[config.mk]
export PLATFORM = sky130hd
export DESIGN_NAME = store_buffer_top
export DESIGN_NICKNAME = d
export VERILOG_FILES = /design/src/lsu_pkg.sv /design/src/store_queue.sv /design/src/store_forward.sv /design/src/store_drain.sv /design/src/store_buffer_top.sv
export SDC_FILE = /design/constraint.sdc
export NUM_CORES = 2
export LEC_CHECK = 0
export ABC_AREA = 0
export ABC_CLOCK_PERIOD_IN_PS = 24500
export BUFFER_PORTS_ARGS = -buffer_cell sky130_fd_sc_hd__buf_2
export CAP_MARGIN = 20
export CORE_UTILIZATION = 65
export DETAILED_ROUTE_END_ITERATION = 8
export PLACE_DENSITY = 0.79
export RECOVER_POWER = 100
export SLEW_MARGIN = 20
export SYNTH_ARGS = -nofsm -noshare
export SYNTH_HDL_FRONTEND = slang
export SYNTH_SLANG_ARGS = --single-unit
[constraint.sdc]
create_clock -name clk -period 24.5 [get_ports clk]
set_input_delay 0 -clock clk [delete_from_list [all_inputs] [get_ports clk]]
set_output_delay 0 -clock clk [all_outputs]
set_load 0.02 [all_outputs]
[src/lsu_pkg.sv]
`default_nettype none

package lsu_pkg;

    // basic widths of the load/store unit
    typedef logic [31:0] virt_t;
    typedef logic [31:0] word_t;
    typedef logic [3:0]  strb_t;
    typedef logic [2:0]  size_t;
    typedef logic [3:0]  tag_t;

    // store as it leaves execute
    typedef struct packed {
        virt_t addr;
        word_t data;
        strb_t wstrb;
        size_t size;
        tag_t  store_num;
    } st_in_t;

    // write request toward the data cache
    typedef struct packed {
        virt_t addr;
        word_t data;
        strb_t wstrb;
        size_t size;
    } st_req_t;

    // one queue slot, complete means retired by the reorder logic
    typedef struct packed {
        logic  valid;
        logic  complete;
        virt_t addr;
        word_t data;
        strb_t wstrb;
        size_t size;
        tag_t  store_num;
    } st_entry_t;

endpackage

`default_nettype wire

[src/store_queue.sv]
`timescale 1ns/1ps
`default_nettype none

module store_queue #(
    parameter int DEPTH = 16
) (
    input  logic                                 clk,
    input  logic                                 reset,
    input  logic                                 flush,
    input  logic                                 valid,
    input  lsu_pkg::st_in_t                      st_in,
    input  logic                                 commit_store1_valid,
    input  logic                                 commit_store2_valid,
    input  lsu_pkg::tag_t                        pre_store,
    input  logic                                 drain_take,
    input  logic                                 drain_done,
    output lsu_pkg::st_entry_t [DEPTH-1:0]       entries,
    output logic [$clog2(DEPTH)-1:0]             oldest,
    output logic                                 drain_valid,
    output lsu_pkg::st_req_t                     drain_entry,
    output logic                                 store_buffer_full,
    output logic                                 load_wait
);

    localparam int PW = $clog2(DEPTH);

    // slot payload, written on enqueue only
    lsu_pkg::st_in_t slot_data [DEPTH];
    logic [DEPTH-1:0] slot_valid;
    logic [DEPTH-1:0] slot_complete;

    // each pointer has a wrap bit above the index
    logic [PW:0] tail_ptr;
    logic [PW:0] ret_ptr;
    logic [PW:0] req_ptr;
    logic [PW:0] resp_ptr;

    logic [PW-1:0] tail_idx;
    logic [PW-1:0] ret_idx;
    logic [PW-1:0] ret_idx2;
    logic [PW-1:0] req_idx;
    logic [PW-1:0] resp_idx;

    logic [PW:0] ret_count;
    logic [PW:0] ret_next;
    logic        enq;

    logic [DEPTH-1:0] retire_hit;
    logic [DEPTH-1:0] free_hit;
    logic [DEPTH-1:0] enq_hit;

    assign tail_idx = tail_ptr[PW-1:0];
    assign ret_idx  = ret_ptr[PW-1:0];
    assign ret_idx2 = ret_idx + PW'(1);
    assign req_idx  = req_ptr[PW-1:0];
    assign resp_idx = resp_ptr[PW-1:0];

    // one or two stores retire per cycle
    assign ret_count = (PW+1)'(commit_store1_valid) + (PW+1)'(commit_store2_valid);
    assign ret_next  = ret_ptr + ret_count;

    // flush wins over an entering store
    assign enq = valid && !flush;

    // same index, different lap: every slot from response head to tail is taken
    assign store_buffer_full = (tail_idx == resp_idx) && (tail_ptr[PW] != resp_ptr[PW]);

    assign oldest = resp_idx;

    always_comb begin
        retire_hit = '0;
        free_hit   = '0;
        enq_hit    = '0;
        if (ret_count != '0) begin
            retire_hit[ret_idx] = 1'b1;
        end
        if (ret_count == (PW+1)'(2)) begin
            retire_hit[ret_idx2] = 1'b1;
        end
        if (drain_done) begin
            free_hit[resp_idx] = 1'b1;
        end
        if (enq) begin
            enq_hit[tail_idx] = 1'b1;
        end
    end

    always_ff @(posedge clk) begin
        if (reset) begin
            slot_valid    <= '0;
            slot_complete <= '0;
            tail_ptr      <= '0;
            ret_ptr       <= '0;
            req_ptr       <= '0;
            resp_ptr      <= '0;
        end else begin
            for (int i = 0; i < DEPTH; i++) begin
                if (enq_hit[i]) begin
                    slot_valid[i]    <= 1'b1;
                    slot_complete[i] <= 1'b0;
                end else if (free_hit[i]) begin
                    slot_valid[i]    <= 1'b0;
                    slot_complete[i] <= 1'b0;
                end else if (retire_hit[i]) begin
                    // a store retiring in the flush cycle survives it
                    slot_complete[i] <= 1'b1;
                end else if (flush && !slot_complete[i]) begin
                    slot_valid[i]    <= 1'b0;
                    slot_complete[i] <= 1'b0;
                end
            end

            if (flush) begin
                tail_ptr <= ret_next;
            end else if (valid) begin
                tail_ptr <= tail_ptr + (PW+1)'(1);
            end

            ret_ptr <= ret_next;

            if (drain_take) begin
                req_ptr <= req_ptr + (PW+1)'(1);
            end
            if (drain_done) begin
                resp_ptr <= resp_ptr + (PW+1)'(1);
            end
        end
    end

    always_ff @(posedge clk) begin
        if (enq) begin
            slot_data[tail_idx] <= st_in;
        end
    end

    always_comb begin
        for (int i = 0; i < DEPTH; i++) begin
            entries[i].valid     = slot_valid[i];
            entries[i].complete  = slot_complete[i];
            entries[i].addr      = slot_data[i].addr;
            entries[i].data      = slot_data[i].data;
            entries[i].wstrb     = slot_data[i].wstrb;
            entries[i].size      = slot_data[i].size;
            entries[i].store_num = slot_data[i].store_num;
        end
    end

    // only retired stores go to the cache
    assign drain_valid = slot_valid[req_idx] && slot_complete[req_idx];

    assign drain_entry.addr  = slot_data[req_idx].addr;
    assign drain_entry.data  = slot_data[req_idx].data;
    assign drain_entry.wstrb = slot_data[req_idx].wstrb;
    assign drain_entry.size  = slot_data[req_idx].size;

    // tag wait, the entering store counts as well
    always_comb begin
        load_wait = valid && (st_in.store_num == pre_store);
        for (int i = 0; i < DEPTH; i++) begin
            if (slot_valid[i] && (slot_data[i].store_num == pre_store)) begin
                load_wait = 1'b1;
            end
        end
    end

endmodule

`default_nettype wire

[src/store_forward.sv]
`timescale 1ns/1ps
`default_nettype none

module store_forward #(
    parameter int DEPTH = 16
) (
    input  lsu_pkg::st_entry_t [DEPTH-1:0] entries,
    input  logic [$clog2(DEPTH)-1:0]       oldest,
    input  logic                           valid,
    input  lsu_pkg::st_in_t                st_in,
    input  lsu_pkg::virt_t                 pre_lookup_addr,
    input  lsu_pkg::strb_t                 pre_lookup_wstrb,
    output logic                           pre_load_wait,
    output logic                           data_exist,
    output lsu_pkg::word_t                 lookup_data
);

    localparam int PW = $clog2(DEPTH);

    logic [DEPTH-1:0] slot_match;

    // heap-ordered pick tree, leaves at DEPTH..2*DEPTH-1, root at 1
    logic          node_hit [2*DEPTH-1:1];
    logic [PW-1:0] node_age [2*DEPTH-1:1];
    logic [PW-1:0] node_idx [2*DEPTH-1:1];

    logic          win_hit;
    logic [PW-1:0] win_idx;
    logic          win_cover;

    logic in_match;
    logic in_cover;

    // word address compare only, byte lanes handled by the strobe check
    always_comb begin
        for (int i = 0; i < DEPTH; i++) begin
            slot_match[i] = entries[i].valid
                         && (entries[i].addr[31:2] == pre_lookup_addr[31:2]);
        end
    end

    assign in_match = valid && (st_in.addr[31:2] == pre_lookup_addr[31:2]);
    assign in_cover = (st_in.wstrb & pre_lookup_wstrb) == pre_lookup_wstrb;

    assign pre_load_wait = (|slot_match) || in_match;

    always_comb begin
        logic take_right;

        take_right = 1'b0;
        for (int i = 0; i < DEPTH; i++) begin
            node_hit[DEPTH+i] = slot_match[i];
            // distance from the oldest live slot, larger is younger
            node_age[DEPTH+i] = PW'(i) - oldest;
            node_idx[DEPTH+i] = PW'(i);
        end
        for (int k = DEPTH - 1; k >= 1; k--) begin
            take_right = node_hit[2*k+1]
                      && (!node_hit[2*k] || (node_age[2*k+1] > node_age[2*k]));
            node_hit[k] = node_hit[2*k] || node_hit[2*k+1];
            node_age[k] = take_right ? node_age[2*k+1] : node_age[2*k];
            node_idx[k] = take_right ? node_idx[2*k+1] : node_idx[2*k];
        end
    end

    assign win_hit   = node_hit[1];
    assign win_idx   = node_idx[1];
    assign win_cover = (entries[win_idx].wstrb & pre_lookup_wstrb) == pre_lookup_wstrb;

    // entering store is younger than anything already queued
    always_comb begin
        if (in_match) begin
            data_exist = in_cover;
        end else begin
            data_exist = win_hit && win_cover;
        end
    end

    always_comb begin
        lookup_data = '0;
        if (data_exist) begin
            if (in_match) begin
                lookup_data = st_in.data;
            end else begin
                lookup_data = entries[win_idx].data;
            end
        end
    end

endmodule

`default_nettype wire

[src/store_drain.sv]
`timescale 1ns/1ps
`default_nettype none

module store_drain (
    input  logic             clk,
    input  logic             reset,
    input  logic             drain_valid,
    input  lsu_pkg::st_req_t drain_entry,
    input  logic             dcache_addr_ok,
    input  logic             dcache_data_ok,
    output logic             drain_take,
    output logic             drain_done,
    output logic             store_req,
    output lsu_pkg::st_req_t commit_req
);

    logic req_valid;
    logic resp_valid;

    logic req_go;
    logic resp_go;
    logic req_allowin;
    logic resp_allowin;

    // response stage empties on data_ok
    assign resp_go      = resp_valid && dcache_data_ok;
    assign resp_allowin = !resp_valid || resp_go;

    // addr_ok only counts when the response stage has room
    assign req_go      = req_valid && dcache_addr_ok && resp_allowin;
    assign req_allowin = !req_valid || req_go;

    assign drain_take = req_allowin && drain_valid;
    assign drain_done = resp_go;
    assign store_req  = req_valid;

    always_ff @(posedge clk) begin
        if (reset) begin
            req_valid <= 1'b0;
        end else if (req_allowin) begin
            req_valid <= drain_valid;
        end
    end

    // request fields hold while the cache stalls
    always_ff @(posedge clk) begin
        if (drain_take) begin
            commit_req <= drain_entry;
        end
    end

    always_ff @(posedge clk) begin
        if (reset) begin
            resp_valid <= 1'b0;
        end else if (resp_allowin) begin
            resp_valid <= req_go;
        end
    end

endmodule

`default_nettype wire

[src/store_buffer_top.sv]
`timescale 1ns/1ps
`default_nettype none

module store_buffer_top #(
    parameter int DEPTH = 16
) (
    input  logic             clk,
    input  logic             reset,
    input  logic             flush,

    // enqueue from execute
    input  logic             valid,
    input  lsu_pkg::st_in_t  st_in,
    output logic             store_buffer_full,

    // retire from the reorder logic
    input  logic             commit_store1_valid,
    input  logic             commit_store2_valid,

    // load lookup
    input  lsu_pkg::virt_t   pre_lookup_addr,
    input  lsu_pkg::strb_t   pre_lookup_wstrb,
    output logic             data_exist,
    output lsu_pkg::word_t   lookup_data,
    output logic             pre_load_wait,
    input  lsu_pkg::tag_t    pre_store,
    output logic             load_wait,

    // data cache write port
    output logic             store_req,
    output lsu_pkg::st_req_t commit_req,
    input  logic             dcache_addr_ok,
    input  logic             dcache_data_ok
);

    localparam int PW = $clog2(DEPTH);

    lsu_pkg::st_entry_t [DEPTH-1:0] entries;
    logic [PW-1:0]                  oldest;
    logic                           drain_valid;
    lsu_pkg::st_req_t               drain_entry;
    logic                           drain_take;
    logic                           drain_done;

    store_queue #(
        .DEPTH(DEPTH)
    ) u_queue (
        .clk                (clk),
        .reset              (reset),
        .flush              (flush),
        .valid              (valid),
        .st_in              (st_in),
        .commit_store1_valid(commit_store1_valid),
        .commit_store2_valid(commit_store2_valid),
        .pre_store          (pre_store),
        .drain_take         (drain_take),
        .drain_done         (drain_done),
        .entries            (entries),
        .oldest             (oldest),
        .drain_valid        (drain_valid),
        .drain_entry        (drain_entry),
        .store_buffer_full  (store_buffer_full),
        .load_wait          (load_wait)
    );

    store_forward #(
        .DEPTH(DEPTH)
    ) u_forward (
        .entries         (entries),
        .oldest          (oldest),
        .valid           (valid),
        .st_in           (st_in),
        .pre_lookup_addr (pre_lookup_addr),
        .pre_lookup_wstrb(pre_lookup_wstrb),
        .pre_load_wait   (pre_load_wait),
        .data_exist      (data_exist),
        .lookup_data     (lookup_data)
    );

    store_drain u_drain (
        .clk           (clk),
        .reset         (reset),
        .drain_valid   (drain_valid),
        .drain_entry   (drain_entry),
        .dcache_addr_ok(dcache_addr_ok),
        .dcache_data_ok(dcache_data_ok),
        .drain_take    (drain_take),
        .drain_done    (drain_done),
        .store_req     (store_req),
        .commit_req    (commit_req)
    );

endmodule

`default_nettype wire

# ---- Word-level counts from Yosys, hierarchy flattened
# Memory sizes are Yosys's and may differ from the RTL's. A register that Yosys moved wholly into a read port is not among the register bits.
# Cells that the tools add are included.
dict set report op_classes {
  order_cmp 25
  n_eq_ne 55
  add_sub_neg 22
  reduce_logical 211
  muxes 150
  n_bitwise 3
  div_mod_pow 0
  n_mul 0
  n_shift 0
}
# cell n
set op_table {}
lappend op_table {{30-bit == test} 17}
lappend op_table {{77-bit binary-select mux with 4-bit select} 1}
lappend op_table {{1-bit 2-to-1 mux} 113}
lappend op_table {{4-bit 2-to-1 mux} 21}
lappend op_table {{4-bit == test} 20}
lappend op_table {{1-bit logical AND} 77}
lappend op_table {{16-bit 2-to-1 mux} 4}
lappend op_table {{32-bit 2-to-1 mux} 2}
lappend op_table {{4-bit greater-than comparator} 15}
lappend op_table {{3-bit inequality test (second input constant)} 16}
lappend op_table {{3-bit nonzero test} 16}
lappend op_table {{3-bit OR reduction} 16}
lappend op_table {{43-bit 2-to-1 mux} 1}
lappend op_table {{1-bit logical NOT} 34}
lappend op_table {{2-bit nonzero test} 17}
lappend op_table {{1-bit logical OR} 33}
lappend op_table {{2-bit AND reduction} 16}
lappend op_table {{4-bit subtractor (first input constant)} 8}
lappend op_table {{4-bit by 5-bit < comparator with 1-bit output (second input constant)} 6}
lappend op_table {{1-bit demux with 4-bit select} 4}
lappend op_table {{4-bit by 1-bit greater-or-equal comparator with 1-bit output (second input constant)} 4}
lappend op_table {{16-bit OR} 1}
lappend op_table {{16-bit OR reduction} 1}
lappend op_table {{3-bit by 4-bit subtractor with 4-bit output (first input constant)} 4}
lappend op_table {{other kinds (12)} 19}
dict set report word_totals {
  n_memories 1
  regBits 54
  inputBits 123
  latchBits 0
  romBits 0
  ramBits 1200
  out_inout_bits 108
}
# name depth word_bits rd rd_ports_with_merged_regs wr line
set memory_table {}
lappend memory_table {u_queue.slot_data 16 75 17 1 1 store_queue.sv:28} ;# lsu_pkg::st_in_t slot_data [DEPTH];

# ---- Logic depth before layout (Yosys ltp)
# An unclocked memory read counts as a cell.
dict set report depth {
  ltp_word 26
  depth_mapped 46
}

# ---- By module
# From an unflattened synthesis, not the netlist that was laid out.
dict set report unflattened {
  cells_unflattened 4243
  hier_area_um2 65444.0
}
# mod n_inst cells_per_inst area_per_inst_um2
set modules_own_cells {}
lappend modules_own_cells {store_queue 1 2084 48078.6}
lappend modules_own_cells {store_forward 1 2077 15125.8}
lappend modules_own_cells {store_drain 1 82 2239.6}

# ---- Least setup slack after synthesis
# No wires, ideal clock.
dict set report synth_timing {
  path_kind {register -> output}
  start {register u_queue.resp_ptr[2]}
  end {output port lookup_data[10]}
  t_required_ns 24.500
  arrival_ns 8.952
  path_buffers 5
  path_slack_ns 15.548
  path_stages_with_launch 46
  path_cell_list {dfxtp_1 > clkbuf_1 > inv_1 > ha_1 > nand2_1 > xnor2_1 > inv_1 > ha_1 > nand3_1 > nand3b_1 > o21bai_1 > nor2_1 > a21oi_1 > ha_1 > nor2b_1 > o21a_1 > o21a_1 > o21ai_0 > (+10 left out) > nand2_1 > o21ai_0 > ha_1 > nor2b_1 > o21a_1 > o21a_1 > o21ai_0 > o21ai_1 > nand2_2 > mux2i_1 > buf_4 > buf_4 > buf_4 > buf_2 > mux2_2 > nand2_1 > nand4_1 > a211oi_1}
}
dict set report synth_via {
  elab_chain_len 24
  elab_cells_between_ends 98
  classes_between {add/sub (16); order compare (15); eq/ne (1); mux (34); bitwise (1); reduce/logical (31)}
}
# element line
set synth_rtl {}
lappend synth_rtl {{start: declaration} store_queue.sv:36} ;# logic [PW:0] resp_ptr;
lappend synth_rtl {{start signal: assignment} store_queue.sv:125} ;# resp_ptr <= resp_ptr + (PW+1)'(1);
lappend synth_rtl {{4-bit subtractor (tied with other cells)} store_forward.sv:54} ;# node_age[DEPTH+i] = PW'(i) - oldest;
lappend synth_rtl {{4-bit greater-than comparator} store_forward.sv:59} ;# && (!node_hit[2*k] || (node_age[2*k+1] > node_age[2*k]));
lappend synth_rtl {{1-bit logical OR} store_forward.sv:59}
lappend synth_rtl {{1-bit logical AND} store_forward.sv:59}
lappend synth_rtl {{4-bit 2-to-1 mux} store_forward.sv:61} ;# node_age[k] = take_right ? node_age[2*k+1] : node_age[2*k];
lappend synth_rtl {{4-bit greater-than comparator} store_forward.sv:59}
lappend synth_rtl {{1-bit logical OR} store_forward.sv:59}
lappend synth_rtl {{1-bit logical AND} store_forward.sv:59}
lappend synth_rtl {{(+8 left out)} n/a}
lappend synth_rtl {{4-bit 2-to-1 mux *} store_forward.sv:62} ;# node_idx[k] = take_right ? node_idx[2*k+1] : node_idx[2*k];
lappend synth_rtl {{77-bit binary-select mux with 4-bit select *} {store_forward.sv:68, store_forward.sv:85}}
lappend synth_rtl {{43-bit 2-to-1 mux (not written as such) *} store_forward.sv:68} ;# assign win_cover = (entries[win_idx].wstrb & pre_lookup_wstrb) == pre_lookup_wstrb;
lappend synth_rtl {{4-bit bitwise AND} store_forward.sv:68}
lappend synth_rtl {{4-bit == test} store_forward.sv:68}
lappend synth_rtl {{1-bit logical AND} store_forward.sv:75} ;# data_exist = win_hit && win_cover;
lappend synth_rtl {{1-bit 2-to-1 mux} store_forward.sv:72} ;# if (in_match) begin
lappend synth_rtl {{32-bit 2-to-1 mux *} store_forward.sv:81} ;# if (data_exist) begin
lappend synth_rtl {{end: declaration} store_buffer_top.sv:24} ;# output lsu_pkg::word_t lookup_data,
# Every way passes the cells marked *; elsewhere a longest branch is shown, timed or not. The select of a mux whose other input is x is not followed.

# ---- Final worst setup path
dict set report layout_timing {
  start {register u_queue.resp_ptr[1]}
  end {output port lookup_data[30]}
}
# The elaborated chain is that of the path after synthesis.

==> metrics.md <==
| Metric | Value |
|---|---|
| Worst rel slew slack | `-181%` |
| Die height | `322 um` |
| Gpl congestion | `1.06` |
| GRT overflow | `0` |
| Standard-cell rows | `117` |
| CP max stage delay | `2.95 ns` |
| Synth Instances | `about 4.8k` |
| Max Cap Viol | `slightly above 50` |
| H-Tree Depth | `4` |
| Arrival @ worst endpoint | `18.48 ns` |
| Slew of the pin with the lowest slew margin | `4.21 ns` |
| Sequential area share after synthesis | `58.8%` |
| Asr flop ratio synth | `0%` |
| Port-buffer cells | `between 200 and 250` |
| Post-synthesis instance area | `0.0667 sq mm` |
| Net switching power | `1.12 mW` |
| P_leak | `22.0 nW` |
| Logic gate share of total power | `6.6%` |
| Sink Count | `1324` |
| CTS tree | `yes` |
| Chip width | `322 um` |
| Vias | `~47k` |
| Class of the worst hold path | `primary input to flip-flop` |
| Pwr Total | `~5 mW` |
| Distinct cells, synth | `86` |
| Net Sw Frac | `23.0%` |
| I/O pins | `231` |
| Core area | `0.102 sq mm` |
| Total GRT Usage | `41.9%` |
| Cts bufs inserted | `139` |
| Antenna violations before repair | `8` |
| Sequential share of power | `52.0%` |
| Iter 0 DRT Violations | `7111` |
| Share of the synthesized area in the top cell type | `57.2%` |
| CP Capture Type | `primary output` |
| Most used DFF post-synth | `edfxtp_1` |
| CP max stage cell | `clkbuf_1` |
| Worst skew pair latency | `0.76 ns` |
| Slew Viols, Final | `approximately 1.9k` |
| Leading area contributor after synthesis | `edfxtp_1` |
| Final WL | `218000 um` |
| Most frequent CP cell | `o21a_1` |
| Layout Cells excl Fill | `6502` |
| Post-cts resize count | `0` |
| Drt via density | `7.16` |
| Clk buf depth | `3` |
| Final hold slack | `0.311 ns` |
| Maximum vdd ir drop | `68.4 uV` |
| Violated checks | `max-capacitance violations, max-slew violations` |
| Initial Util | `65.6%` |
| Clock-pin slew on the worst setup and hold paths | `around 0.060 ns` |
| Final Util | `between 70% and 80%` |
| CP max FO | `53` |
| DP Cell Count | `6162` |
| Final ANT Viol Nets | `0` |
| Clock Skew | `0.0242 ns` |
| Share of cells above drive strength 1 | `between 10% and 20%` |
| Multi-input logic area | `0.0258 sq mm` |
| RSZ-0062 raised after global routing | `false` |
| Pwr per Cell Area | `66.4 mW/mm^2` |
| Area Overhead vs Synth | `10.0%` |
| Top cells by area, synth | `edfxtp_1 (57%), mux2i_1 (6.6%), xnor2_1 (6.1%), mux4_2 (4.9%), mux2_2 (3.0%)` |
| Startpoint types | `flip-flop` |
| Clock Power Share | `41.4%` |
| TritonRoute pass-1 iters | `8` |
| Final Hold Viols | `0` |
| Mapped Nets | `4955` |
| Pin count of the biggest net entering global routing | `159` |
| HPWL after DPL | `roughly 140000 um` |
| Total Die Area | `0.104 sq mm` |
| Setup_tns | `0 ns` |
| Yosys warnings | `0` |
| Status | `finished with violations` |
| Global-route wire length before repair | `~310000 um` |
| Period Utilization, post-route | `75.4%` |
| Tmin final | `18.48 ns` |
| #FFs+latches synth | `~1.3k` |
| EDFF count, synth | `~1.3k` |
| Internal cell power | `3.75 mW` |
| DRC violations left | `0` |
| FF/Latch Area | `approximately 0.039 sq mm` |
| Vias in the first global route | `about 45k` |
| Nets | `5207` |
| Fillcell total | `6760` |
| Post-synthesis average cell area | `about 14 sq um` |
| CTS root buffer | `clkbuf_16` |
| Crit path kind | `flip-flop to primary output` |
| Final setup fails | `0` |
| WL/cell | `33.6 um` |
| Worst Path Required | `24.50 ns` |
| Max Fclk | `54.1 MHz` |
[state kept, by name, summed over array words and instances, names as in the netlist]
name and flops:
u_drain.store_req 1, u_queue.ret_ptr 5, u_queue.resp_ptr 5, u_queue.tail_ptr 5, u_drain.commit_req 71, u_queue.slot_complete 16
u_queue.req_ptr 4, u_drain.resp_valid 1, u_queue.slot_valid 16, u_queue.slot_data 1200
[cells in the final DEF, fill, tap and decap left out, types with 22 or more instances in the layout]
cell type / n
edfxtp_1: 1271
xnor2_1: 462
mux2i_1: 436
nand2_1: 319
nand4_1: 242
clkbuf_1: 229
o21ai_0: 215
mux2_2: 179
xor2_1: 150
a21oi_1: 147
clkbuf_16: 146
mux4_2: 144
nand3_1: 95
a22oi_1: 92
dlygate4sd3_1: 87
nor2_1: 85
a221oi_1: 74
buf_2: 67
nor4_1: 63
ha_1: 60
dfxtp_1: 50
buf_4: 42
nor4b_1: 38
clkinv_1: 38
inv_1: 32
a211oi_1: 31
nor3_1: 28
a31oi_1: 26
clkinv_2: 25
o21a_1: 22
[worst paths after layout]
| path | slack [ns] | to | depth (start not counted) | start |
|---|---|---|---|---|
| min | 0.31 | u_queue.slot_data[0][43] | 2 | st_in[43] |
| max reg2reg | 12.83 | u_drain.commit_req[51] | 6 | u_queue.req_ptr[1] |
| max | 6.02 | lookup_data[30] | 44 | u_queue.resp_ptr[1] |
| min reg2reg | 0.53 | u_queue.ret_ptr[4] | 2 | u_queue.ret_ptr[4] |
[area by class of cell]
type / instances / area share (%)
multi-input cells: 3120 / 35.1
inverters: 35 / 0.179
clock inverters: 76 / 0.693
flip-flops and latches: 1324 / 53.4
clock buffers: 170 / 5.10
well taps: 1368 / 2.33
repair buffers: 403 / 3.17
diodes: 6 / 0.0204
[kinds of logic after synthesis]
family / count (synthesis) / synth area share [%]
XOR/XNOR: 612 / 8.03
buffers and inverters: 327 / 2.77
multiplexers: 764 / 14.5
flip-flops: 1324 / 58.8
adder cells (fa/ha/maj): 61 / 1.15
AND/OR/NAND/NOR: 977 / 7.68
AO/OA/AOI/OAI: 706 / 7.05
[per-layer routing]
metal	wire length, um	up-vias	GRT usage (%)
met5	74	-	0
met2	95700	3628	61.7
met3	31200	721	12.3
met4	12700	10	21.7
li1	-	19100	-
met1	78700	23100	56.8
[worst max-delay path: cells and delay by family, from the launching register on]
family,cells,cell delay (ns)
xor+xnor,1,0.31
simple gates,10,1.42
flops,1,0.63
mux,2,0.78
buf+inv,6,7.10
fa+ha+maj,5,1.47
compound gates,20,5.87
[per-stage QoR]
step	setup slack (ns)	instance area, sq um
2_1_floorplan	15.55	66700
3_3_place_gp	11.81	68800
3_5_place_dp	11.70	68800
4_1_cts	10.87	73900
5_1_grt	5.03	73400
6_report	6.02	73400
[synthesized netlist by cell type, types with 38 or more instances]
library cell	instances
a221oi_1	74
nor4_1	68
nand4_1	242
o21ai_0	214
clkbuf_1	148
mux4_2	144
mux2_2	180
a21oi_1	148
nand3_1	96
nand2_1	319
mux2i_1	437
a22oi_1	92
xnor2_1	462
buf_6	54
dfxtp_1	53
nor4b_1	38
ha_1	60
edfxtp_1	1271
xor2_1	150
nor2_1	88
[what timing repair did]
action / in CTS / in global routing
hold endpoints to repair: 1252 / 0
hold buffers: 87 / 0
setup buffers: 0 / 0
[power by group through the flow]
stage | sequential, mW | combinational, mW | clock (mW)
after floorplan | 2.58 | 0.180 | 0
after global placement | 2.57 | 0.298 | 0
after detailed placement | 2.58 | 0.301 | 0
after CTS | 2.53 | 0.314 | 2.02
after global routing | 2.54 | 0.332 | 2.10
final | 2.53 | 0.322 | 2.02
Power figures use the tool's default switching activity.
